===== src/source/read_watchdog_cfg.svh =====
/*
  Sizes, register map and reset budgets for the AXI read watchdog.
  Budgets count prescaled ticks. RW_PRESCALE_DIV must be 2 or more.
  Register offsets assume a byte-addressed bus with word-aligned access.
*/
`ifndef READ_WATCHDOG_CFG_SVH
`define READ_WATCHDOG_CFG_SVH

// Table and bus sizes
`define RW_MAX_TXNS 4
`define RW_ID_W 4
`define RW_ADDR_W 32
`define RW_LEN_W 8
`define RW_CNT_W 12
`define RW_PRESCALE_DIV 4
`define RW_REG_AW 5

// Register offsets
`define RW_REG_BUDGET_AR 5'h00
`define RW_REG_BUDGET_FIRST 5'h04
`define RW_REG_BUDGET_BEAT 5'h08
`define RW_REG_CAUSE 5'h0C
`define RW_REG_IRQ_ADDR 5'h10
`define RW_REG_IRQ_ID 5'h14
`define RW_REG_LAT_FIRST 5'h18
`define RW_REG_LAT_BURST 5'h1C

// Budgets after reset, in ticks
`define RW_DEF_BUDGET_AR 8
`define RW_DEF_BUDGET_FIRST 16
`define RW_DEF_BUDGET_BEAT 4

`endif

===== src/source/read_watchdog_pkg.sv =====
/*
  Shared struct types of the read watchdog.
  All widths come from the cfg header.
*/
`include "read_watchdog_cfg.svh"

package read_watchdog_pkg;

  // AR channel as seen by the monitor
  typedef struct packed {
    logic                  valid;
    logic                  ready;
    logic [`RW_ID_W-1:0]   id;
    logic [`RW_ADDR_W-1:0] addr;
    logic [`RW_LEN_W-1:0]  len;
  } ar_mon_t;

  typedef struct packed {
    logic                valid;
    logic                ready;
    logic [`RW_ID_W-1:0] id;
    logic                last;
  } r_mon_t;

  // One tracked read
  typedef struct packed {
    logic [`RW_ID_W-1:0]   id;
    logic [`RW_ADDR_W-1:0] addr;
    logic [`RW_LEN_W-1:0]  len;
  } txn_t;

  typedef struct packed {
    logic valid;
    txn_t txn;
  } head_t;

  typedef struct packed {
    logic [`RW_CNT_W-1:0] ar;
    logic [`RW_CNT_W-1:0] first;
    logic [`RW_CNT_W-1:0] beat;
  } budget_t;

  // Last field is bit 0
  typedef struct packed {
    logic overflow;
    logic unwanted;
    logic burst_timeout;
    logic first_timeout;
    logic ar_stall;
  } cause_t;

  typedef struct packed {
    logic                  valid;
    cause_t                cause;
    logic [`RW_ADDR_W-1:0] addr;
    logic [`RW_ID_W-1:0]   id;
  } fault_t;

  typedef struct packed {
    logic                 valid;
    logic [`RW_CNT_W-1:0] first;
    logic [`RW_CNT_W-1:0] burst;
  } latency_t;

  typedef struct packed {
    logic                  valid;
    logic                  write;
    logic [`RW_REG_AW-1:0] addr;
    logic [31:0]           wdata;
  } reg_req_t;

  typedef struct packed {
    logic [31:0] rdata;
  } reg_rsp_t;

endpackage


===== src/source/guard_regs.sv =====
/*
  Register block of the read watchdog.
  CAUSE is write-one-to-clear, other captured fields are read-only.
  Read data is registered and follows a read request by one cycle.
*/
`timescale 1ns/1ps
`include "read_watchdog_cfg.svh"

module guard_regs (
  input  logic                        clk_i,
  input  logic                        rst_ni,
  input  read_watchdog_pkg::reg_req_t reg_req_i,
  output read_watchdog_pkg::reg_rsp_t reg_rsp_o,
  input  read_watchdog_pkg::fault_t   fault_i,
  input  read_watchdog_pkg::latency_t latency_i,
  input  logic                        reset_clear_i,
  output read_watchdog_pkg::budget_t  budget_o,
  output logic                        irq_o,
  output logic                        reset_req_o
);

  read_watchdog_pkg::budget_t budget_q;
  read_watchdog_pkg::cause_t  cause_q;
  read_watchdog_pkg::cause_t  cause_w1c;

  logic [`RW_ADDR_W-1:0] irq_addr_q;
  logic [`RW_ID_W-1:0]   irq_id_q;
  logic [`RW_CNT_W-1:0]  lat_first_q;
  logic [`RW_CNT_W-1:0]  lat_burst_q;
  logic                  reset_req_q;
  logic                  wr_en;
  logic                  rd_en;
  logic [31:0]           rdata_q;

  assign wr_en = reg_req_i.valid && reg_req_i.write;
  assign rd_en = reg_req_i.valid && !reg_req_i.write;

  // Bits written as one on CAUSE are cleared
  assign cause_w1c = (wr_en && (reg_req_i.addr == `RW_REG_CAUSE)) ?
                     read_watchdog_pkg::cause_t'(reg_req_i.wdata[4:0]) : '0;

  always_ff @(posedge clk_i or negedge rst_ni) begin
    if (!rst_ni) begin
      budget_q.ar    <= `RW_CNT_W'(`RW_DEF_BUDGET_AR);
      budget_q.first <= `RW_CNT_W'(`RW_DEF_BUDGET_FIRST);
      budget_q.beat  <= `RW_CNT_W'(`RW_DEF_BUDGET_BEAT);
    end else if (wr_en) begin
      case (reg_req_i.addr)
        `RW_REG_BUDGET_AR:    budget_q.ar    <= reg_req_i.wdata[`RW_CNT_W-1:0];
        `RW_REG_BUDGET_FIRST: budget_q.first <= reg_req_i.wdata[`RW_CNT_W-1:0];
        `RW_REG_BUDGET_BEAT:  budget_q.beat  <= reg_req_i.wdata[`RW_CNT_W-1:0];
        default: ;
      endcase
    end
  end

  // Fault capture, a new fault wins over a clear in the same cycle
  always_ff @(posedge clk_i or negedge rst_ni) begin
    if (!rst_ni) begin
      cause_q     <= '0;
      irq_addr_q  <= '0;
      irq_id_q    <= '0;
      reset_req_q <= 1'b0;
    end else begin
      cause_q <= (cause_q & ~cause_w1c) | (fault_i.valid ? fault_i.cause : '0);
      if (fault_i.valid) begin
        irq_addr_q  <= fault_i.addr;
        irq_id_q    <= fault_i.id;
        reset_req_q <= 1'b1;
      end else if (reset_clear_i) begin
        reset_req_q <= 1'b0;
      end
    end
  end

  // Last completed read
  always_ff @(posedge clk_i or negedge rst_ni) begin
    if (!rst_ni) begin
      lat_first_q <= '0;
      lat_burst_q <= '0;
    end else if (latency_i.valid) begin
      lat_first_q <= latency_i.first;
      lat_burst_q <= latency_i.burst;
    end
  end

  always_ff @(posedge clk_i or negedge rst_ni) begin
    if (!rst_ni) begin
      rdata_q <= '0;
    end else if (rd_en) begin
      case (reg_req_i.addr)
        `RW_REG_BUDGET_AR:    rdata_q <= 32'(budget_q.ar);
        `RW_REG_BUDGET_FIRST: rdata_q <= 32'(budget_q.first);
        `RW_REG_BUDGET_BEAT:  rdata_q <= 32'(budget_q.beat);
        `RW_REG_CAUSE:        rdata_q <= 32'(cause_q);
        `RW_REG_IRQ_ADDR:     rdata_q <= 32'(irq_addr_q);
        `RW_REG_IRQ_ID:       rdata_q <= 32'(irq_id_q);
        `RW_REG_LAT_FIRST:    rdata_q <= 32'(lat_first_q);
        `RW_REG_LAT_BURST:    rdata_q <= 32'(lat_burst_q);
        default:              rdata_q <= '0;
      endcase
    end
  end

  assign reg_rsp_o.rdata = rdata_q;
  assign budget_o        = budget_q;
  assign irq_o           = |cause_q;
  assign reset_req_o     = reset_req_q;

  // A reset request always comes with a pending cause
  a_irq_with_reset_req: assert property (
    @(posedge clk_i) disable iff (!rst_ni)
    $rose(reset_req_o) |-> irq_o
  ) else $error("reset_req_o rose without irq_o");

endmodule


===== config.mk =====
export PLATFORM = sky130hd
export DESIGN_NAME = guard_regs
export DESIGN_NICKNAME = d
export VERILOG_FILES = /design/src/source/read_watchdog_pkg.sv /design/src/source/guard_regs.sv
export VERILOG_INCLUDE_DIRS = /design/src /design/src/source
export SDC_FILE = /design/constraint.sdc
export NUM_CORES = 1
export LEC_CHECK = 0
export BUFFER_PORTS_ARGS = -buffer_cell sky130_fd_sc_hd__clkbuf_2
export CAP_MARGIN = 10
export CORE_UTILIZATION = 45
export CTS_CLUSTER_SIZE = 8
export DETAILED_ROUTE_END_ITERATION = 6
export GPL_TIMING_DRIVEN = 0
export PLACE_DENSITY = 0.72
export SLEW_MARGIN = 20
export SYNTH_ARGS = -nofsm -noshare
export SYNTH_HDL_FRONTEND = slang
export SYNTH_SLANG_ARGS = --single-unit

===== constraint.sdc =====
create_clock -name clk_i -period 1.9 [get_ports clk_i]
set_clock_uncertainty 0.05 [all_clocks]
set_input_delay 0.285 -clock clk_i [delete_from_list [all_inputs] [get_ports clk_i]]
set_output_delay 0.285 -clock clk_i [all_outputs]
set_load 0.02 [all_outputs]

==> out/metrics.yaml <==
route:
  wl_met3_mm: 1.04
  wl_met2_mm: 7.13
  num_vias: 4133
  post-route-drc-count: 0
  postRouteAntennaNets: 0
  vias_per_cell: 5.44
  wirelength_mm: 14.7
  top_layer_used: "met4"
  m1WireLength_mm: 6.31
  drt_iter0_markers: 235
  wl_per_cell_um: 19.4
  dr.pass1.iters: 4
worst_setup_path:
  crit_path_start_kind: "input pin"
  worst-endpoint-required_ns: 2.15
  reg2reg_depth: 4
  reg2reg_slack_ns: 0.29
  slowest_delay_ns: 0.39
  crit_path_end_kind: "register"
  cp_max_fo: 10
  worstPathCellList: "clkbuf_2, nor3_2, and4_1, buf_2, buf_4, mux2_2"
  crit_type: "input pin to register"
  slowest_stage: "nor3_2"
  r2r-start: "lat_first_q[3]"
  r2r-end: "reg_rsp_o[3]"
  cp.arrival_ns: 1.86
logic_synthesis:
  yosys_warnings: 0
  ys_ff_latch: 134
  synth-main-ff-cell: "dfrtp_1"
  synth-edff-count: 0
  ys_seq_area_share_pct: 58.6
  synth.cells.most_frequent: "131 x dfrtp_1, 96 x mux2_2, 43 x a22o_1"
  synth_nets: 511
  async_reset_ff_share_pct: 100
  syn-cell-area_um2: 5730
  netlist_instances: 402
  syn_avg_cell_area_um2: 14.2
  synth_top_area_share_pct: 57.3
  yosys-top-cells-area: "dfrtp_1 57%, mux2_2 19%, a22o_1 6.6%"
  synthDistinctLibCells: 44
  synth_area_leader_cell: "dfrtp_1"
  synth.most_common_cell: "dfrtp_1"
floorplanning:
  die_y_um: 115
  core_area_um2: 12200
  die_w_um: 115
  start_util_pct: 46.9
  rows: 40
  die_area_um2: 13200
  top_level_ports: 179
final_layout:
  fillers: 1024
  layout-drive-gt1-share_pct: 52.2
  antenna_cells: 0
  finish.utilization_pct: 60.5
  nets: 688
  seq_area_um2: 3360
  multi_input_area_um2: 2220
  area_delta_synth_final_pct: 29.0
power:
  p_comb_share_pct: 13.3
  power.net_switching_w: 0.00189
  seq_power_share_pct: 42.7
  switching_share_pct: 24.5
  finalPower_w: 0.00772
  p_int_w: 0.00583
  peakVddDrop_uv: 624
  p_leak_nw: 3.62
  power_frac_clock_pct: 44.0
  power_density_nw_per_um2: 1050
hold_path:
  hold_end: "lat_first_q[7]"
  hold_path.startpoint: "latency_i[19]"
  hold_path.class: "input pin to register"
  min_path_cells: 2
timing:
  finalHoldViolCount: 0
  timing.fmax_mhz: 618
  min_period_over_period_pct: 85.2
  final.min_clock_period_ns: 1.62
  hold_ws_ns: 0.0475
  worst_slack_ns: 0.281
  drv_slew: 0
  setup_viol: 0
  slew_headroom_pct: 50.0
  setup-tns-final_ns: 0
  tightest_slew_ns: 0.750
  rsz0062_at_grt: "no"
run_status:
  outcome: "completed"
clock_tree:
  cts_tree: "built"
  cts.clk_slew.worst_paths_ns: 0.06
  clockBufferDepth: 2
  clkSinkCount: 134
  root_buffer: "clkbuf_16"
  clock_latency_ns: 0.41
  cts_setup_buffers: 0
  ctsHtreeMaxLevel: 4
  numCtsBuffers: 17
global_routing:
  grt_pass1_vias: 4283
  antenna_found_initial: 0
  grt_pass1_wl_mm: 23.2
  gr-total-overflow: 0
  grt_usage_pct: 24.1
  grt_max_degree: 72
placement:
  place_ws_ns: -0.108
  port_buffers: 156
  finalWeightedCongestion: 0.808
  post-dp-hpwl_mm: 10.9
job:
  maxCapViolCount: 0
## critical path, delay by kind of cell
family / cells / cell delay [ns]
simple gates: 2 / 0.64
buf+inv: 3 / 0.56
mux: 1 / 0.35
## worst max-delay path by stage
stage	startpoint	end	slack, ns	cells past startpoint
2_1_floorplan	budget_o[26]	reg_rsp_o[2]	0.32	4
3_3_place_gp	rst_ni	lat_burst_q[2]	-1.51	1
3_5_place_dp	reg_req_i[35]	budget_o[15]	-0.11	6
4_1_cts	lat_burst_q[3]	reg_rsp_o[3]	0.29	4
5_1_grt	cause_q[1]	irq_o	0.23	3
6_report	reg_req_i[35]	budget_o[23]	0.28	6
## cells by family (layout without fill, tap and decap cells)
kind of cell,Yosys count,count (layout),synth area share [%]
AO/OA/AOI/OAI,75,75,10.7
buffers and inverters,30,220,2.53
flip-flops,134,134,58.6
multiplexers,115,115,23.0
AND/OR/NAND/NOR,48,48,5.14
## metal layers
| layer | GRT usage [%] | vias to the layer above |
|---|---|---|
| met3 | 6.54 | 22 |
| met4 | 9.52 | 0 |
| met1 | 31.3 | 2083 |
| li1 | - | 1874 |
| met5 | 0 | - |
| met2 | 38.5 | 154 |
## final cells by class
cell class	instances	share of cell area [%]
Inverter	4	0.203
Multi-Input combinational cell	238	30.1
Tap cell	168	2.85
Clock inverter	8	1.63
Clock buffer	24	6.79
Sequential cell	134	45.5
Buffer	26	1.76
Timing Repair Buffer	158	11.2
## flip-flops by register name, indices dropped and copies added (netlist names)
signal,count
lat_burst_q,12
lat_first_q,12
irq_addr_q,32
budget_o,36
irq_id_q,4
reset_req_o,1
cause_q,5
reg_rsp_o,32
## power by group through the flow
stage | combinational (W) | sequential (W) | clock [W]
2_1_floorplan | 0.000449 | 0.00346 | 0
3_3_place_gp | 0.000998 | 0.00333 | 0
3_5_place_dp | 0.00104 | 0.00334 | 0
4_1_cts | 0.00104 | 0.00330 | 0.00346
5_1_grt | 0.00111 | 0.00333 | 0.00358
6_report | 0.00103 | 0.00330 | 0.00339
## per-stage QoR
| stage | cells | area, um^2 |
|---|---|---|
| after floorplan | 402 | 5730 |
| after global placement | 726 | 6720 |
| after detailed placement | 727 | 6750 |
| after CTS | 760 | 7380 |
| after global routing | 760 | 7380 |
| final | 760 | 7380 |
## layout by cell type, fill, tap and decap left out, types with 7 or more instances in the layout
master	count
clkbuf_1	14
a22o_1	43
mux2i_1	7
buf_2	11
nand2_1	11
dfrtp_1	131
clkbuf_2	155
a221o_1	8
mux2_2	96
mux2_1	8
clkbuf_16	17
## timing repair
item                                   CTS  global route
gates resized for setup                  0             0
endpoints found under the hold margin   62             0
hold buffers                             1             0
Note: power is estimated with default switching activity, not from simulation.
