`config.mk`:
```
export PLATFORM = sky130hd
export DESIGN_NAME = phase_timer
export DESIGN_NICKNAME = d
export VERILOG_FILES = /design/src/source/read_watchdog_pkg.sv /design/src/source/phase_timer.sv
export VERILOG_INCLUDE_DIRS = /design/src /design/src/source
export SDC_FILE = /design/constraint.sdc
export NUM_CORES = 1
export LEC_CHECK = 0
export BUFFER_PORTS_ARGS = -buffer_cell sky130_fd_sc_hd__buf_2
export CAP_MARGIN = 20
export CELL_PAD_IN_SITES_DETAIL_PLACEMENT = 0
export CELL_PAD_IN_SITES_GLOBAL_PLACEMENT = 2
export CORE_MARGIN = 1.5
export CORE_UTILIZATION = 34
export DETAILED_ROUTE_END_ITERATION = 8
export GPL_TIMING_DRIVEN = 1
export PLACE_DENSITY_LB_ADDON = 0.1
export SLEW_MARGIN = 5
export SYNTH_ARGS = -nofsm -noshare
export SYNTH_HDL_FRONTEND = slang
export SYNTH_SLANG_ARGS = --single-unit
```
`constraint.sdc`:
```
create_clock -name clk_i -period 17.4 [get_ports clk_i]
set_clock_uncertainty 0.1 [all_clocks]
set_input_delay 2.61 -clock clk_i [delete_from_list [all_inputs] [get_ports clk_i]]
set_output_delay 2.61 -clock clk_i [all_outputs]
set_load 0.03 [all_outputs]
```
`src/source/read_watchdog_cfg.svh`:
```
/*
  Sizes, register map and reset budgets for the AXI read watchdog.
  Budgets count prescaled ticks. RW_PRESCALE_DIV must be 2 or more.
  Register offsets assume a byte-addressed bus with word-aligned access.
*/
`ifndef READ_WATCHDOG_CFG_SVH
`define READ_WATCHDOG_CFG_SVH

// Table and bus sizes
`define RW_MAX_TXNS 4
`define RW_ID_W 4
`define RW_ADDR_W 32
`define RW_LEN_W 8
`define RW_CNT_W 12
`define RW_PRESCALE_DIV 4
`define RW_REG_AW 5

// Register offsets
`define RW_REG_BUDGET_AR 5'h00
`define RW_REG_BUDGET_FIRST 5'h04
`define RW_REG_BUDGET_BEAT 5'h08
`define RW_REG_CAUSE 5'h0C
`define RW_REG_IRQ_ADDR 5'h10
`define RW_REG_IRQ_ID 5'h14
`define RW_REG_LAT_FIRST 5'h18
`define RW_REG_LAT_BURST 5'h1C

// Budgets after reset, in ticks
`define RW_DEF_BUDGET_AR 8
`define RW_DEF_BUDGET_FIRST 16
`define RW_DEF_BUDGET_BEAT 4

`endif
```
`src/source/read_watchdog_pkg.sv`:
```
/*
  Shared struct types of the read watchdog.
  All widths come from the cfg header.
*/
`include "read_watchdog_cfg.svh"

package read_watchdog_pkg;

  // AR channel as seen by the monitor
  typedef struct packed {
    logic                  valid;
    logic                  ready;
    logic [`RW_ID_W-1:0]   id;
    logic [`RW_ADDR_W-1:0] addr;
    logic [`RW_LEN_W-1:0]  len;
  } ar_mon_t;

  typedef struct packed {
    logic                valid;
    logic                ready;
    logic [`RW_ID_W-1:0] id;
    logic                last;
  } r_mon_t;

  // One tracked read
  typedef struct packed {
    logic [`RW_ID_W-1:0]   id;
    logic [`RW_ADDR_W-1:0] addr;
    logic [`RW_LEN_W-1:0]  len;
  } txn_t;

  typedef struct packed {
    logic valid;
    txn_t txn;
  } head_t;

  typedef struct packed {
    logic [`RW_CNT_W-1:0] ar;
    logic [`RW_CNT_W-1:0] first;
    logic [`RW_CNT_W-1:0] beat;
  } budget_t;

  // Last field is bit 0
  typedef struct packed {
    logic overflow;
    logic unwanted;
    logic burst_timeout;
    logic first_timeout;
    logic ar_stall;
  } cause_t;

  typedef struct packed {
    logic                  valid;
    cause_t                cause;
    logic [`RW_ADDR_W-1:0] addr;
    logic [`RW_ID_W-1:0]   id;
  } fault_t;

  typedef struct packed {
    logic                 valid;
    logic [`RW_CNT_W-1:0] first;
    logic [`RW_CNT_W-1:0] burst;
  } latency_t;

  typedef struct packed {
    logic                  valid;
    logic                  write;
    logic [`RW_REG_AW-1:0] addr;
    logic [31:0]           wdata;
  } reg_req_t;

  typedef struct packed {
    logic [31:0] rdata;
  } reg_rsp_t;

endpackage

```
`src/source/phase_timer.sv`:
```
/*
  Phase timing of the AR stall and of the oldest outstanding read.
  Counters advance once per prescaled tick and saturate at all ones.
  Responses are assumed in order, so only the table head is timed.
*/
`timescale 1ns/1ps
`include "read_watchdog_cfg.svh"

module phase_timer (
  input  logic                        clk_i,
  input  logic                        rst_ni,
  input  read_watchdog_pkg::ar_mon_t  ar_i,
  input  read_watchdog_pkg::r_mon_t   r_i,
  input  read_watchdog_pkg::head_t    head_i,
  input  logic                        overflow_i,
  input  read_watchdog_pkg::budget_t  budget_i,
  output logic                        pop_o,
  output read_watchdog_pkg::fault_t   fault_o,
  output read_watchdog_pkg::latency_t latency_o
);

  localparam int unsigned PreW = (`RW_PRESCALE_DIV > 1) ? $clog2(`RW_PRESCALE_DIV) : 1;
  localparam int unsigned BudW = `RW_CNT_W + `RW_LEN_W + 1;

  logic [PreW-1:0]      presc_q;
  logic                 tick;
  logic                 ar_stalling;
  logic                 ar_reported_q;
  logic [`RW_CNT_W-1:0] ar_cnt_q;
  logic                 in_data_q;
  logic [`RW_CNT_W-1:0] first_cnt_q;
  logic [`RW_CNT_W-1:0] burst_cnt_q;
  logic                 beat_acc;
  logic                 id_match;
  logic                 head_beat;
  logic                 head_done;
  logic [BudW-1:0]      burst_budget;

  read_watchdog_pkg::cause_t cause;

  // Prescaler
  assign tick = (presc_q == PreW'(`RW_PRESCALE_DIV - 1));

  always_ff @(posedge clk_i or negedge rst_ni) begin
    if (!rst_ni) begin
      presc_q <= '0;
    end else if (tick) begin
      presc_q <= '0;
    end else begin
      presc_q <= presc_q + PreW'(1);
    end
  end

  assign ar_stalling = ar_i.valid && !ar_i.ready;

  assign beat_acc  = r_i.valid && r_i.ready;
  assign id_match  = head_i.valid && (r_i.id == head_i.txn.id);
  assign head_beat = beat_acc && id_match;
  assign head_done = head_beat && r_i.last;

  // Burst allowance scales with the beat count
  assign burst_budget = BudW'(budget_i.beat) * (BudW'(head_i.txn.len) + BudW'(1));

  always_comb begin
    cause               = '0;
    cause.ar_stall      = ar_stalling && !ar_reported_q && (ar_cnt_q > budget_i.ar);
    cause.first_timeout = head_i.valid && !in_data_q && (first_cnt_q > budget_i.first);
    cause.burst_timeout = head_i.valid && in_data_q && (BudW'(burst_cnt_q) > burst_budget);
    cause.unwanted      = beat_acc && !id_match;
    cause.overflow      = overflow_i;
  end

  // Table causes take precedence for the captured fields
  always_comb begin
    fault_o       = '0;
    fault_o.valid = |cause;
    fault_o.cause = cause;
    if (cause.first_timeout || cause.burst_timeout || cause.overflow) begin
      fault_o.addr = head_i.txn.addr;
      fault_o.id   = head_i.txn.id;
    end else if (cause.ar_stall) begin
      fault_o.addr = ar_i.addr;
      fault_o.id   = ar_i.id;
    end else if (cause.unwanted) begin
      fault_o.id = r_i.id;
    end
  end

  // A fault flushes the table, so the head is not popped as well
  assign pop_o = head_done && !fault_o.valid;

  assign latency_o.valid = pop_o;
  assign latency_o.first = first_cnt_q;
  assign latency_o.burst = burst_cnt_q;

  // AR stall counter that reports once per stalled request
  always_ff @(posedge clk_i or negedge rst_ni) begin
    if (!rst_ni) begin
      ar_cnt_q      <= '0;
      ar_reported_q <= 1'b0;
    end else if (!ar_stalling) begin
      ar_cnt_q      <= '0;
      ar_reported_q <= 1'b0;
    end else begin
      if (tick && (ar_cnt_q != '1)) begin
        ar_cnt_q <= ar_cnt_q + `RW_CNT_W'(1);
      end
      if (cause.ar_stall) begin
        ar_reported_q <= 1'b1;
      end
    end
  end

  // Head phase and its two counters
  always_ff @(posedge clk_i or negedge rst_ni) begin
    if (!rst_ni) begin
      in_data_q   <= 1'b0;
      first_cnt_q <= '0;
      burst_cnt_q <= '0;
    end else if (pop_o || fault_o.valid) begin
      in_data_q   <= 1'b0;
      first_cnt_q <= '0;
      burst_cnt_q <= '0;
    end else if (head_i.valid) begin
      if (head_beat) begin
        in_data_q <= 1'b1;
      end
      if (tick && !in_data_q && (first_cnt_q != '1)) begin
        first_cnt_q <= first_cnt_q + `RW_CNT_W'(1);
      end
      if (tick && in_data_q && (burst_cnt_q != '1)) begin
        burst_cnt_q <= burst_cnt_q + `RW_CNT_W'(1);
      end
    end
  end

  // The timed head only moves on a pop or a flush
  a_head_stable: assert property (
    @(posedge clk_i) disable iff (!rst_ni)
    head_i.valid && !pop_o && !fault_o.valid |=> head_i.valid && $stable(head_i.txn)
  ) else $error("phase_timer head changed without pop or flush");

endmodule

```
==> impl_metrics.yaml <==
grt:
  grt_overflow: 0
  grt_antenna_before_repair: 0
  track_usage_pct: 17.9
  grt_pass1_vias: 6384
  grt_start_max_net_pins: 70
  grt_first_pass_wirelength_um: 32800
sta:
  finalSetupTns_ns: 0
  tightestPinTransition_ns: 1.01
  timing.fmax_mhz: 74.3
  rsz0062_at_grt: "false"
  setup_violations: 0
  timing.final.crit_period_ns: 13.46
  finalCritPeriodShare_pct: 77.4
  maxSlewViolCount: 0
  whs_ns: 0.323
  slew_headroom_pct: 32.3
  finalHoldViolCount: 0
power:
  power.internal_uw: 383
  pwr-share-comb_pct: 73.5
  p_sw_share_pct: 48.7
  p_leak_nw: 4.86
  ir_drop_uv: 48.3
  power_switching_uw: 363
  pwr-share-clk_pct: 14.0
  seq_power_share_pct: 12.5
  p_per_area_nw_per_um2: 85.4
clocking:
  clock_sinks: 40
  ctsResizeCount: 0
  cts-root-buf: "clkbuf_16"
  clock_path_buffers: 2
  cts_tree: "done"
  postCtsSetupBuffers: 0
  cts_buffers: 5
  cts_hold_buf: 0
  h-tree-depth: 2
  clock_latency_ns: 0.28
  clkTransAtPathRegs_ns: 0.06
setup_path:
  critical_path_class: "in2out"
  start_kind: "input pin"
  cpMostUsedCell: "fa_1"
  crit_path_max_fanout: 63
  crit_required_ns: 14.69
  crit_path_top_delay_cell: "xnor2_1"
  arrival_ns: 10.75
  cp_slowest_stage_delay_ns: 0.78
  cp-end-kind: "output port"
status:
  status: "complete, no violations"
yosys:
  seq_area_frac_synth_pct: 13.6
  synth_commonest_cells: "inv_1 (171), nand2_1 (98), ha_1 (82)"
  syn_nets: 1180
  netlist-cell-type-count: 55
  synth_area_leader_cell: "fa_1"
  synth_top_area_share_pct: 19.3
  dominantRegCellSynth: "dfrtp_1"
  syn_avg_cell_area_sq_um: 8.28
  syn-cell-area_sq_um: 7370
  synth-seq-cells: 40
  synth_cells: 890
  yosys.cell_count.top_type: "inv_1"
  synth.area.top_cells: "fa_1 (19%), ha_1 (14%), dfrtp_1 (14%)"
  synth-edff-count: 0
  ys.warnings.count: 0
  synthArstFlopShare_pct: 100
final_layout:
  fillers: 2231
  utilization_pct: 41.3
  syn_to_final_growth_pct: 18.6
  drive_gt1_share_pct: 21.0
  fin_nets: 1352
routing:
  ant_nets: 0
  drc: 0
  wirelength_um: 19600
  num_vias: 6259
  drtIter0Drc: 193
  wl_per_cell_um: 14.6
  vias_per_cell: 4.67
  drt-pass1-iter-count: 4
floorplan:
  rows: 53
  die_x_um: 150
  boundaryPins: 205
  die_y_um: 150
  start_util_pct: 34.8
  core_sq_um: 21200
  die_area_sq_um: 22600
place:
  dp_hpwl_um: 16000
  gp_congestion: 0.745
  portBuffers: 196
hold_path:
  holdCritPathClass: "reg2reg"
flow_run:
  drv_cap: 0
-- state kept, by name, indices dropped and copies added, names as in the netlist --
signal	cells
first_cnt_q	12
ar_reported_q	1
in_data_q	1
presc_q	2
burst_cnt_q	12
ar_cnt_q	12
-- area by class of cell --
cell class,count,area (sq um),area share (%)
Antenna cell,1,2.50,0.0286
Clock buffer,6,129,1.47
Clock inverter,2,35.0,0.401
Inverter,171,642,7.34
Multi-Input combinational cell,642,5560,63.6
Sequential cell,40,1000,11.5
Tap cell,275,344,3.94
Timing Repair Buffer,202,1030,11.7
-- layout by cell type (no fill, tap or decap), drive strengths merged, types with 2 or more instances in the layout --
master and count:
o211ai 5, nor3 5, o21a 6, xor2 28, or3 8, xnor2 20
and4 3, mux2 4, a21oi 27, dfrtp 40, o41ai 2, o311ai 2
clkbuf 6, buf 202, nand3 25, nor2b 26, nor4 27, inv 171
fa 71, mux2i 37, and2 38, o21ai 15, o21bai 4, o211a 2
nand4 16, and3 11, nor2 25, a31oi 5, nand2 98, nand2b 19
o31ai 2, a21o 17, ha 82
-- cell families (layout without fill, tap and decap cells) --
| kind of cell | count (synthesis) | in the layout | share of synthesized area [%] |
|---|---|---|---|
| other | 0 | 1 | 0 |
| AOI/OAI and AO/OA | 96 | 96 | 9.14 |
| muxes | 41 | 41 | 5.74 |
| DFF | 40 | 40 | 13.6 |
| xor gates and xnor gates | 48 | 48 | 5.71 |
| buffers and inverters | 208 | 381 | 11.3 |
| and+or+nand+nor | 304 | 304 | 21.3 |
| adders and majority gates | 153 | 153 | 33.2 |
-- through the flow --
stage / power, mW / setup WS (ns) / area (sq um) / instances
5_1_grt: 0.840 / 3.32 / 8740 / 1338
3_3_place_gp: 0.655 / 3.82 / 8570 / 1330
4_1_cts: 0.764 / 3.83 / 8740 / 1338
2_1_floorplan: 0.523 / 5.45 / 7370 / 890
6_report: 0.746 / 3.94 / 8740 / 1339
3_5_place_dp: 0.650 / 3.85 / 8570 / 1330
-- worst paths after layout --
check | start | end | slack [ns] | depth (start not counted)
max reg2reg | burst_cnt_q[3] | burst_cnt_q[8] | 14.10 | 10
max | head_i[0] | fault_o[1] | 3.94 | 30
min | presc_q[0] | presc_q[0] | 0.32 | 1
max in group asynchronous | rst_ni | ar_cnt_q[6] | 14.20 | 1
min in group asynchronous | rst_ni | first_cnt_q[1] | 2.40 | 1
min reg2reg | presc_q[0] | presc_q[0] | 0.32 | 1
-- layer usage --
metal	track usage [%]	vias to the layer above	part of all wire (%)
met2	31.1	106	49
met4	1.96	0	0.54
li1	-	3230	-
met5	0	-	0
met3	2.12	10	3.7
met1	24.5	2913	47
-- power by group through the flow --
stage / clock, mW / combinational [mW] / sequential (mW)
finish: 0.105 / 0.548 / 0.0934
global route: 0.112 / 0.635 / 0.0933
CTS: 0.108 / 0.563 / 0.0934
detailed placement: 0 / 0.555 / 0.0951
global placement: 0 / 0.560 / 0.0951
floorplan: 0 / 0.428 / 0.0952
-- worst max-delay path: cells and delay by family --
kind	cells	cell delay [ns]
buf+inv	6	1.36
compound gates	7	1.73
fa+ha+maj	7	2.94
mux	1	0.41
simple gates	7	0.72
xor+xnor	2	0.96
(Power assumes the default switching activity.)
