<file path="src/source/read_watchdog_cfg.svh">
/*
  Sizes, register map and reset budgets for the AXI read watchdog.
  Budgets count prescaled ticks. RW_PRESCALE_DIV must be 2 or more.
  Register offsets assume a byte-addressed bus with word-aligned access.
*/
`ifndef READ_WATCHDOG_CFG_SVH
`define READ_WATCHDOG_CFG_SVH

// Table and bus sizes
`define RW_MAX_TXNS 4
`define RW_ID_W 4
`define RW_ADDR_W 32
`define RW_LEN_W 8
`define RW_CNT_W 12
`define RW_PRESCALE_DIV 4
`define RW_REG_AW 5

// Register offsets
`define RW_REG_BUDGET_AR 5'h00
`define RW_REG_BUDGET_FIRST 5'h04
`define RW_REG_BUDGET_BEAT 5'h08
`define RW_REG_CAUSE 5'h0C
`define RW_REG_IRQ_ADDR 5'h10
`define RW_REG_IRQ_ID 5'h14
`define RW_REG_LAT_FIRST 5'h18
`define RW_REG_LAT_BURST 5'h1C

// Budgets after reset, in ticks
`define RW_DEF_BUDGET_AR 8
`define RW_DEF_BUDGET_FIRST 16
`define RW_DEF_BUDGET_BEAT 4

`endif
</file>
<file path="src/source/read_watchdog_pkg.sv">
/*
  Shared struct types of the read watchdog.
  All widths come from the cfg header.
*/
`include "read_watchdog_cfg.svh"

package read_watchdog_pkg;

  // AR channel as seen by the monitor
  typedef struct packed {
    logic                  valid;
    logic                  ready;
    logic [`RW_ID_W-1:0]   id;
    logic [`RW_ADDR_W-1:0] addr;
    logic [`RW_LEN_W-1:0]  len;
  } ar_mon_t;

  typedef struct packed {
    logic                valid;
    logic                ready;
    logic [`RW_ID_W-1:0] id;
    logic                last;
  } r_mon_t;

  // One tracked read
  typedef struct packed {
    logic [`RW_ID_W-1:0]   id;
    logic [`RW_ADDR_W-1:0] addr;
    logic [`RW_LEN_W-1:0]  len;
  } txn_t;

  typedef struct packed {
    logic valid;
    txn_t txn;
  } head_t;

  typedef struct packed {
    logic [`RW_CNT_W-1:0] ar;
    logic [`RW_CNT_W-1:0] first;
    logic [`RW_CNT_W-1:0] beat;
  } budget_t;

  // Last field is bit 0
  typedef struct packed {
    logic overflow;
    logic unwanted;
    logic burst_timeout;
    logic first_timeout;
    logic ar_stall;
  } cause_t;

  typedef struct packed {
    logic                  valid;
    cause_t                cause;
    logic [`RW_ADDR_W-1:0] addr;
    logic [`RW_ID_W-1:0]   id;
  } fault_t;

  typedef struct packed {
    logic                 valid;
    logic [`RW_CNT_W-1:0] first;
    logic [`RW_CNT_W-1:0] burst;
  } latency_t;

  typedef struct packed {
    logic                  valid;
    logic                  write;
    logic [`RW_REG_AW-1:0] addr;
    logic [31:0]           wdata;
  } reg_req_t;

  typedef struct packed {
    logic [31:0] rdata;
  } reg_rsp_t;

endpackage

</file>
<file path="src/source/txn_table.sv">
/*
  In-order table of accepted reads, oldest entry on head_o.
  A push while full is dropped and flagged on overflow_o.
  Flush wins over push and pop in the same cycle.
*/
`timescale 1ns/1ps
`include "read_watchdog_cfg.svh"

module txn_table (
  input  logic                     clk_i,
  input  logic                     rst_ni,
  input  logic                     push_i,
  input  read_watchdog_pkg::txn_t  push_txn_i,
  input  logic                     pop_i,
  input  logic                     flush_i,
  output read_watchdog_pkg::head_t head_o,
  output logic                     overflow_o
);

  localparam int unsigned PtrW = (`RW_MAX_TXNS > 1) ? $clog2(`RW_MAX_TXNS) : 1;
  localparam int unsigned CntW = $clog2(`RW_MAX_TXNS + 1);

  read_watchdog_pkg::txn_t mem_q [`RW_MAX_TXNS];

  logic [PtrW-1:0] wr_ptr_q;
  logic [PtrW-1:0] rd_ptr_q;
  logic [CntW-1:0] count_q;
  logic            full;
  logic            empty;
  logic            do_push;
  logic            do_pop;

  assign full  = (count_q == CntW'(`RW_MAX_TXNS));
  assign empty = (count_q == '0);

  assign do_push = push_i && !full && !flush_i;
  assign do_pop  = pop_i && !empty && !flush_i;

  // A request that finds no free slot is lost
  assign overflow_o = push_i && full && !flush_i;

  assign head_o.valid = !empty;
  assign head_o.txn   = mem_q[rd_ptr_q];

  // Entry storage, written only on an accepted push
  always_ff @(posedge clk_i) begin
    if (do_push) begin
      mem_q[wr_ptr_q] <= push_txn_i;
    end
  end

  always_ff @(posedge clk_i or negedge rst_ni) begin
    if (!rst_ni) begin
      wr_ptr_q <= '0;
      rd_ptr_q <= '0;
      count_q  <= '0;
    end else if (flush_i) begin
      wr_ptr_q <= '0;
      rd_ptr_q <= '0;
      count_q  <= '0;
    end else begin
      if (do_push) begin
        if (wr_ptr_q == PtrW'(`RW_MAX_TXNS - 1)) begin
          wr_ptr_q <= '0;
        end else begin
          wr_ptr_q <= wr_ptr_q + PtrW'(1);
        end
      end
      if (do_pop) begin
        if (rd_ptr_q == PtrW'(`RW_MAX_TXNS - 1)) begin
          rd_ptr_q <= '0;
        end else begin
          rd_ptr_q <= rd_ptr_q + PtrW'(1);
        end
      end
      // Count moves only when exactly one side acts
      if (do_push && !do_pop) begin
        count_q <= count_q + CntW'(1);
      end else if (do_pop && !do_push) begin
        count_q <= count_q - CntW'(1);
      end
    end
  end

  // The timer pops only a head it has seen valid
  a_no_pop_empty: assert property (
    @(posedge clk_i) disable iff (!rst_ni)
    pop_i |-> !empty
  ) else $error("txn_table popped while empty");

  a_count_bound: assert property (
    @(posedge clk_i) disable iff (!rst_ni)
    count_q <= CntW'(`RW_MAX_TXNS)
  ) else $error("txn_table count above capacity");

endmodule

</file>
<file path="config.mk">
export PLATFORM = sky130hd
export DESIGN_NAME = txn_table
export DESIGN_NICKNAME = d
export VERILOG_FILES = /design/src/source/read_watchdog_pkg.sv /design/src/source/txn_table.sv
export VERILOG_INCLUDE_DIRS = /design/src /design/src/source
export SDC_FILE = /design/constraint.sdc
export NUM_CORES = 1
export LEC_CHECK = 0
export BUFFER_PORTS_ARGS = -buffer_cell sky130_fd_sc_hd__buf_2
export CAP_MARGIN = 20
export CORE_ASPECT_RATIO = 1.75
export CORE_MARGIN = 2
export CORE_UTILIZATION = 42
export DETAILED_ROUTE_END_ITERATION = 6
export HOLD_SLACK_MARGIN = 0.05
export SLEW_MARGIN = 20
export SYNTH_ARGS = -nofsm -noshare
export SYNTH_HDL_FRONTEND = slang
export SYNTH_SLANG_ARGS = --single-unit
</file>
<file path="constraint.sdc">
create_clock -name clk_i -period 2.7 [get_ports clk_i]
set_clock_uncertainty 0.05 [all_clocks]
set_input_delay 0.135 -clock clk_i [delete_from_list [all_inputs] [get_ports clk_i]]
set_output_delay 0.135 -clock clk_i [all_outputs]
set_load 0.05 [all_outputs]
</file>
==> results of run 1 <==
[final timing paths]
| check | cells past startpoint | endpoint | from |
|---|---|---|---|
| min reg2reg | 2 | wr_ptr_q[1] | wr_ptr_q[1] |
| max reg2reg | 7 | count_q[2] | count_q[2] |
| min in group asynchronous | 3 | count_q[0] | rst_ni |
| min | 3 | count_q[1] | pop_i |
| max | 3 | head_o[11] | rd_ptr_q[0] |
| max in group asynchronous | 3 | rd_ptr_q[0] | rst_ni |
[power breakdown]
group	switching [mW]	internal [mW]
clock network	1.04	1.46
registers	0.146	3.27
logic	1.16	0.648
[layout make-up]
type                       count  area [um^2]  share of cell area [%]
multi-input combinational     94         1390                    15.7
clock inverter                12          165                    1.87
tap                          224          280                    3.18
clock buffer                  18          429                    4.86
timing repair buffer         149         1080                    12.2
sequential                   183         5470                    61.9
inverter                       5         18.8                   0.213
[cell usage after synthesis (2+ instances only)]
library cell  count  area (um^2)
a21oi_1           5         25.0
nor2_1            5         18.8
and2_1            5         31.3
ha_1              5         62.6
o21ai_0           2         10.0
nand3_1           2         10.0
nand3b_1          2         15.0
dfrtp_1           7          175
nand2b_1          2         12.5
inv_1             5         18.8
buf_6             2         22.5
or3_1             2         12.5
mux2i_1           2         20.0
mux4_2           44          991
edfxtp_1        176         5290
buf_4             8         60.1
buf_2             5         25.0
[worst register-to-register path: cells and delay by family (launching register included)]
| kind | cells | cell delay (ns) |
|---|---|---|
| adder cells (fa/ha/maj) | 1 | 0.44 |
| flip-flops | 1 | 0.52 |
| AO/OA/AOI/OAI | 3 | 0.71 |
| AND/OR/NAND/NOR | 3 | 0.63 |
[registers in the layout, summed over array words and instances (netlist names)]
signal,cells
wr_ptr_q,2
rd_ptr_q,2
count_q,3
mem_q,176
[layer usage]
metal,share of wire [%],vias to the layer above
met2,55,90
met5,0,-
met3,3.9,15
li1,-,1554
met4,2.6,0
met1,39,1782
[per-stage QoR]
stage / utilization, % / cells
final: 53.9 / 685
after global routing: 53.9 / 685
after CTS: 53.9 / 685
after detailed placement: 47.3 / 607
after global placement: 47.3 / 607
after floorplan: - / 298
[cells by family after synthesis]
group	after synthesis
flops	183
mux	46
simple gates	26
buf+inv	21
compound gates	15
fa+ha+maj	6
xor+xnor	1
[repair_timing]
item,CTS,global route
endpoints found under the setup margin,0,0
hold buffers,48,0
hold endpoints to repair,189,0
==> out/summary.txt, run 1 <==
status: completed
Final Hold Fails: 0
later-pin clock latency in the skew report: 0.42 ns
TritonCTS Sinks: 183
Final Power: 7.72 mW
Worst-path clk slew: 0.08 ns
multiplexer area fraction after synthesis: 14.5%
grt total ovfl: 0
family with the most delay on the worst path: flip-flops
Leakage: 3.00 nW
max incr delay on CP: 0.74 ns
M1 GR Usage: 18.1%
fin worst setup slack: 0.291 ns
Top FF cell, synth: edfxtp_1
post-route cell area: 8820 um^2
Remaining DRCs: 0
CTS root buffer: clkbuf_16
FF-to-FF setup slack: 0.30 ns
# fillers: 1301
critical path startpoint category: flip-flop
initial antenna violation count: 0
Initial Util: 42.6%
Sum Neg Setup Slack: 0 ns
Ports: 95
xor and xnor area share after synthesis: 0.126%
commonest non-fill, non-tap cell in the layout: edfxtp_1
Mapped Cells: 298
Via density: 5.02
final setup vio count: 0
WL per Instance: 18.8 um
syn nets: 353
CTS tree: yes
Nets: 505
grt met3 use: 3.82%
die area: 17700 um^2
Core Rows: 62
TritonCTS Buffers: 17
CTS Buffer Depth: 2
Buf/Inv on CP: 2
Mapped Area: 6970 um^2
CTS resizes: 0
DP Area: 7750 um^2
commonest cells after routing, fill and taps aside: edfxtp_1 (176), buf_2 (94), dlygate4sd3_1 (48)
min-delay worst type: input port to flip-flop
final number of max-transition violations: 0
adder-cell area share of the yosys netlist: 1.18%
Crit. End Element: primary output
max-cap check violation count: 0
die width: 101 um
gpl congestion: 0.793
synthesis-stage register bit count: 183
Max Fanout on Critical Path: 23
pin count of the biggest net entering global routing: 36
Fmax: 415 MHz
pre-CTS WS: 0.341 ns
Final ANT Viol Nets: 0
CP Cell Sequence: buf_4 > mux4_2 > buf_2
Seq/Total Area, Yosys: 78.3%
number of diodes: 0
largest family of logic cells by synthesized area: multiplexers
Post-CTS Repair Setup Buffers: 0
Worst-Margin Slew: 0.561 ns
PD cells: 875 nW/um^2
final worst-path cycle share: 89.2%
EDFF count, synth: 176
Async SR Flop Fraction: 3.83%
Yosys cell types: 36
met2 Use GR: 26.8%
peak supply drop: 0.000549 V
Core ar.: 16400 um^2
vias in the first global route: 3800
crit path time final: 2.41 ns
Synth Area in Compound Gates: 1.67%
I/O Buffers: 94
post-DP HPWL: 7660 um
htree depth: 4
area delta synth->final: 26.5%
mean area per synthesized cell: 23.4 um^2
Initial DRC Count: 142
critical path arrival: 2.22 ns
worst setup path class: flip-flop to primary output
total global-route track usage: 15.5%
CP max stage cell: dfrtp_4
layout cells sized above 1: 40.6%
WP data required: 2.52 ns
die height: 174 um
RSZ-0062 raised after global routing: false
first-pass GRT wire length: 20300 um
gr busiest metal: met2
post-synthesis simple-gate area fraction: 2.35%
yosys warns: 0
Via Count: 3441
first-pass iteration count of the detailed router: 4
Slew HR: 62.6%
drt total wl: 12900 um
Fin Hold WS: 0.135 ns
(Power assumes the default switching activity.)
==> run 2, diff against run 1 <==
--- a/config.mk
+++ b/config.mk
@@ -10,9 +10,11 @@
 export CAP_MARGIN = 20
 export CORE_ASPECT_RATIO = 1.75
 export CORE_MARGIN = 2
-export CORE_UTILIZATION = 42
+export CORE_UTILIZATION = 48
+export CTS_BUF_LIST = sky130_fd_sc_hd__clkbuf_8 sky130_fd_sc_hd__clkbuf_16
 export DETAILED_ROUTE_END_ITERATION = 6
 export HOLD_SLACK_MARGIN = 0.05
+export PLACE_DENSITY = 0.68
 export SLEW_MARGIN = 20
 export SYNTH_ARGS = -nofsm -noshare
 export SYNTH_HDL_FRONTEND = slang
==> run 2 against run 1 <==
Against the previous run:
- final cell count is 5.7% lower
- clock power decreased by 2%
- clock-buffer cell count is 1 lower
- sequential cell count is the same
- largest cell class unchanged
==> out/summary.txt, run 2 (synthesis gave the netlist of run 1 again) <==
final setup vio count: 0 (unchanged)
Crit. End Element: primary output
family with the most delay on the worst path: flip-flops
die area: 15500 um^2 (-12%)
WL per Instance: 19.3 um (+2.7%)
layout cells sized above 1: 41.2% (+0.64 points)
Core ar.: 14300 um^2 (-13%)
RR Startpoint: count_q[2]
CP Cell Sequence: buf_12 > mux4_2 > buf_2
post-DP HPWL: 7480 um (-2.3%)
Final ANT Viol Nets: 0 (unchanged)
Via Count: 3440 (-0.029%)
# fillers: 1002 (-23%)
critical path depth in cells: 3 (unchanged)
FF-to-FF setup slack: 0.29 ns (about the same)
status: completed
critical path arrival: 2.26 ns (+0.04 ns)
Via density: 5.33 (+6.0%)
vias in the first global route: 3679 (-3.2%)
pre-CTS WS: 0.389 ns (+0.0476 ns)
Initial Util: 48.8% (+6.2 points)
PD cells: 875 nW/um^2 (about the same)
die height: 163 um (-6.3%)
Ports: 95 (unchanged)
htree depth: 4 (unchanged)
commonest non-fill, non-tap cell in the layout: edfxtp_1
CTS resizes: 0 (unchanged)
Worst-Margin Slew: 0.605 ns (+0.0437 ns)
WP data required: 2.52 ns (about the same)
Fmax: 409 MHz (-1.4%)
Worst Reg-to-Reg Cells: 7 (unchanged)
die width: 95.1 um (-6.2%)
Setup crit end: head_o[8]
FF-to-FF End: count_q[2]
final number of max-transition violations: 0 (unchanged)
TritonCTS Buffers: 17 (unchanged)
Remaining DRCs: 0 (unchanged)
CTS tree: yes
Worst-path clk slew: 0.07 ns (about the same)
crit path time final: 2.44 ns (+0.0340 ns)
peak supply drop: 0.000492 V (-10%)
number of diodes: 0 (unchanged)
area delta synth->final: 25.4%
min-delay worst type: input port to flip-flop
number of flip-flops in the largest register: 176 (unchanged)
total global-route track usage: 17.1% (+1.5 points)
max incr delay on CP: 0.78 ns (+0.04 ns)
Final Power: 7.65 mW (-0.89%)
initial antenna violation count: 0 (unchanged)
critical path startpoint category: flip-flop
gpl congestion: 0.838 (+5.6%)
largest registers: mem_q x176, count_q x3
Final Hold Fails: 0 (unchanged)
later-pin clock latency in the skew report: 0.42 ns (about the same)
first-pass iteration count of the detailed router: 4 (unchanged)
Critical Path Start: rd_ptr_q[0]
commonest cells after routing, fill and taps aside: edfxtp_1 (176), buf_2 (94), dlygate4sd3_1 (48)
worst setup path class: flip-flop to primary output
Hold Crit Depth: 3 (unchanged)
CTS Buffer Depth: 2 (unchanged)
final worst-path cycle share: 90.5% (+1.3 points)
Sum Neg Setup Slack: 0 ns (unchanged)
drt total wl: 12500 um (-3.1%)
Initial DRC Count: 169 (+19%)
CTS root buffer: clkbuf_16
Core Rows: 58 (-6.5%)
RSZ-0062 raised after global routing: false
CP max stage cell: dfrtp_4
pin count of the biggest net entering global routing: 48 (+33%)
I/O Buffers: 94 (unchanged)
Slew HR: 59.7% (-2.9 points)
Top reg by flops: mem_q
Nets: 508 (+0.59%)
TritonCTS Sinks: 183 (unchanged)
Max Fanout on Critical Path: 25 (+8.7%)
grt total ovfl: 0 (unchanged)
Buf/Inv on CP: 2 (unchanged)
post-route cell area: 8750 um^2 (-0.89%)
DP Area: 7650 um^2 (-1.3%)
fin worst setup slack: 0.257 ns (-0.0340 ns)
max-cap check violation count: 0 (unchanged)
Leakage: 3.00 nW (+0.17%)
first-pass GRT wire length: 19200 um (-5.6%)
## run 2: layout make-up
type                    instances  area [um^2]  area share (%)
clock inverters                15          173            1.97
flip-flops and latches        183         5470            62.5
multi-input cells              94         1390            15.9
repair buffers                152         1050            12.0
well taps                     180          225            2.58
clock buffers                  17          425            4.86
inverters                       5         18.8           0.215
## run 2: worst min-delay path by stage
stage,start,endpoint,slack (ns)
2_1_floorplan,rst_ni,count_q[0],-0.21
3_3_place_gp,rst_ni,count_q[1],-0.07
3_5_place_dp,rst_ni,count_q[1],-0.07
4_1_cts,pop_i,count_q[1],0.13
5_1_grt,pop_i,count_q[2],0.19
6_report,pop_i,count_q[1],0.16
## run 2: worst register-to-register path, delay by kind of cell, from the launching register on
family          cells  cell delay (ns)
fa+ha+maj           1             0.43
compound gates      3             0.74
simple gates        3             0.61
flops               1             0.53
## run 2: where the power goes
part | switching (mW) | total (mW) | internal (mW) | leakage, nW
Combinational | 1.14 | 1.77 | 0.637 | 1.04
Sequential | 0.159 | 3.42 | 3.27 | 1.69
Clock | 1.07 | 2.45 | 1.39 | 0.281
## run 2: routing by layer
| metal | global-route usage (%) | share of wire, % |
|---|---|---|
| met3 | 3.51 | 3.3 |
| met2 | 30.2 | 56 |
| met1 | 19.8 | 39 |
| met5 | 0 | 0 |
| met4 | 7.05 | 1.9 |
## run 2: what timing repair did
action / in CTS / in global routing
endpoints found under the hold margin: 189 / 0
endpoints found under the setup margin: 0 / 3
hold buffers: 48 / 0
buffers inserted: 0 / 1
## run 2: through the flow
stage	utilization, %	hold WS [ns]	cells
floorplan	-	-0.211	298
global placement	53.5	-0.0732	565
detailed placement	53.5	-0.0656	565
CTS	61.0	0.128	645
global route	61.2	0.189	646
finish	61.2	0.158	646
==> run 3, diff against run 2 <==
--- a/config.mk
+++ b/config.mk
@@ -6,6 +6,7 @@
 export SDC_FILE = /design/constraint.sdc
 export NUM_CORES = 1
 export LEC_CHECK = 0
+export ABC_AREA = 1
 export BUFFER_PORTS_ARGS = -buffer_cell sky130_fd_sc_hd__buf_2
 export CAP_MARGIN = 20
 export CORE_ASPECT_RATIO = 1.75
@@ -15,6 +16,7 @@
 export DETAILED_ROUTE_END_ITERATION = 6
 export HOLD_SLACK_MARGIN = 0.05
 export PLACE_DENSITY = 0.68
+export RECOVER_POWER = 50
 export SLEW_MARGIN = 20
 export SYNTH_ARGS = -nofsm -noshare
 export SYNTH_HDL_FRONTEND = slang
==> run 3 against run 2 <==
Against the previous run:
- register-to-register slack better by 0.15 ns
- hold slack worse by 0.093 ns
- utilization down 0.20 points
- die area up 0.34%
- clock power about the same
- largest power group is now combinational cells
==> out/summary.txt, run 3 <==
CP max stage cell: dfrtp_2
later-pin clock latency in the skew report: 0.42 ns (about the same)
layout cells sized above 1: 16.1% (-25 points)
PD cells: 1120 nW/um^2 (+29%)
initial antenna violation count: 0 (unchanged)
Core Rows: 58 (unchanged)
CTS Buffer Depth: 2 (unchanged)
Via density: 5.39 (+1.3%)
die width: 95.3 um (+0.17%)
Top reg by flops: mem_q
largest registers: mem_q x176, count_q x3
Crit. End Element: primary output
fin worst setup slack: 0.371 ns (+0.114 ns)
total global-route track usage: 20.2% (+3.1 points)
status: completed
DP Area: 7740 um^2 (+1.2%)
Initial Util: 49.0% (+0.18 points)
Core ar.: 14300 um^2 (unchanged)
syn nets: 546 (+55%)
Leakage: 3.01 nW (+0.31%)
Fin Hold WS: 0.0657 ns (-0.0928 ns)
WP data required: 2.52 ns (about the same)
final number of max-transition violations: 0 (unchanged)
Yosys cell types: 25 (-31%)
Final Core Density: 61.0% (-0.20 points)
Max Fanout on Critical Path: 51 (+100%)
die height: 164 um (+0.17%)
number of diodes: 0 (unchanged)
Yosys top cell by area: edfxtp_1
EDFF count, synth: 176 (unchanged)
dominant cell by count in the synthesized netlist: edfxtp_1
Final Hold Fails: 0 (unchanged)
yosys warns: 0 (unchanged)
pre-CTS WS: 0.771 ns (+0.382 ns)
Final ANT Viol Nets: 0 (unchanged)
min-delay worst type: input port to flip-flop
commonest cells after routing, fill and taps aside: edfxtp_1 (176), nor2_1 (92), o21ai_0 (82)
peak supply drop: 0.000719 V (+46%)
I/O Buffers: 94 (unchanged)
Mapped Cells: 491 (+65%)
Fmax: 429 MHz (+4.9%)
Initial DRC Count: 368 (+120%)
Nets: 689 (+36%)
Worst-Margin Slew: 0.747 ns (+0.142 ns)
commonest non-fill, non-tap cell in the layout: edfxtp_1
Mapped Area: 7000 um^2 (+0.36%)
synth cell count leaders: edfxtp_1 (176), nor2_1 (95), o21ai_0 (82)
synth top area cells: edfxtp_1 (76%), o21ai_0 (5.9%), nor2_1 (5.1%)
WL per Instance: 18.0 um (-6.8%)
post-DP HPWL: 8380 um (+12%)
RSZ-0062 raised after global routing: false
fin cells: 827 (+28%)
Ports: 95 (unchanged)
first-pass iteration count of the detailed router: 4 (unchanged)
critical path arrival: 2.14 ns (-0.12 ns)
TritonCTS Buffers: 17 (unchanged)
CP Cell Sequence: inv_4 > buf_12 > o21ai_0 > o22ai_1 > buf_2
Buf/Inv on CP: 3 (+1)
area delta synth->final: 24.5%
CTS tree: yes
area share of the largest cell type after synthesis: 75.5% (-0.27 points)
post-route cell area: 8720 um^2 (-0.33%)
mean area per synthesized cell: 14.3 um^2 (-39%)
Post-CTS Repair Setup Buffers: 0 (unchanged)
htree depth: 4 (unchanged)
Async SR Flop Fraction: 3.83% (unchanged)
number of flip-flops in the largest register: 176 (unchanged)
die area: 15600 um^2 (+0.34%)
family with the most delay on the worst path: buffers and inverters
Via Count: 4460 (+30%)
Final Power: 9.80 mW (+28%)
pin count of the biggest net entering global routing: 91 (+90%)
grt total ovfl: 0 (unchanged)
Sum Neg Setup Slack: 0 ns (unchanged)
first-pass GRT wire length: 23400 um (+22%)
max incr delay on CP: 0.44 ns (-0.34 ns)
CTS root buffer: clkbuf_16
critical path startpoint category: flip-flop
gpl congestion: 0.772 (-7.8%)
worst setup path class: flip-flop to primary output
vias in the first global route: 4535 (+23%)
Remaining DRCs: 0 (unchanged)
TritonCTS Sinks: 183 (unchanged)
max-cap check violation count: 0 (unchanged)
synthesis-stage register bit count: 183 (unchanged)
final worst-path cycle share: 86.3% (-4.2 points)
crit path time final: 2.33 ns (-0.114 ns)
Worst-path clk slew: 0.07 ns (about the same)
placed cell count: 747 (+32%)
Slew HR: 50.2% (-9.5 points)
drt total wl: 14900 um (+19%)
final setup vio count: 0 (unchanged)
Top FF cell, synth: edfxtp_1
Seq/Total Area, Yosys: 78.0% (-0.28 points)
## run 3: path summary, 6_finish.rpt
check	startpoint	to	slack, ns	cells after the start
setup / recovery	rd_ptr_q[0]	head_o[10]	0.37	5
hold / removal	pop_i	rd_ptr_q[1]	0.07	4
setup reg to reg	count_q[0]	mem_q[2][13]	0.44	5
hold reg to reg	count_q[0]	count_q[0]	0.47	2
max in group asynchronous	rst_ni	rd_ptr_q[0]	1.64	3
min in group asynchronous	rst_ni	count_q[2]	0.66	3
## run 3: cells by family (layout without fill, tap and decap cells)
family                   after synthesis  in the layout  share of synthesized area, %
AO/OA/AOI/OAI                        138            138                          10.7
AND/OR/NAND/NOR                      121            121                          7.26
XOR/XNOR                               1              1                         0.125
flip-flops                           183            183                          78.0
adder cells (fa/ha/maj)                6              6                          1.18
buffers and inverters                 42            198                          2.68
## run 3: tightest hold or removal path: stages
cell     delay, ns
buf_2         0.10
nand2_4       0.07
nand2_4       0.09
o21ai_0       0.09
## run 3: final cells by class
type / instances / area, um^2
multi-input combinational: 266 / 1370
fill: 1094 / 5580
inverter: 15 / 61.3
timing repair buffer: 151 / 997
tap: 180 / 225
clock buffer: 17 / 425
clock inverter: 15 / 173
sequential: 183 / 5460
## run 3: repair_timing
item | in CTS | in global routing
gates resized for setup | 0 | 0
hold endpoints to repair | 188 | 0
hold buffers | 48 | 0
## run 3: report_power, final
| group | switching, mW | internal [mW] | total, mW |
|---|---|---|---|
| sequential | 0.0643 | 3.31 | 3.37 |
| clock | 1.06 | 1.39 | 2.45 |
| combinational | 3.09 | 0.891 | 3.98 |
## run 3: per-layer routing
layer	share of wire [%]	GRT usage, %	up-vias	wire length [um]
li1	-	-	2107	-
met1	39	24.2	2221	5820
met2	55	35.7	118	8240
met3	4.1	3.90	14	614
met4	1.3	7.05	0	196
met5	0	0	-	0
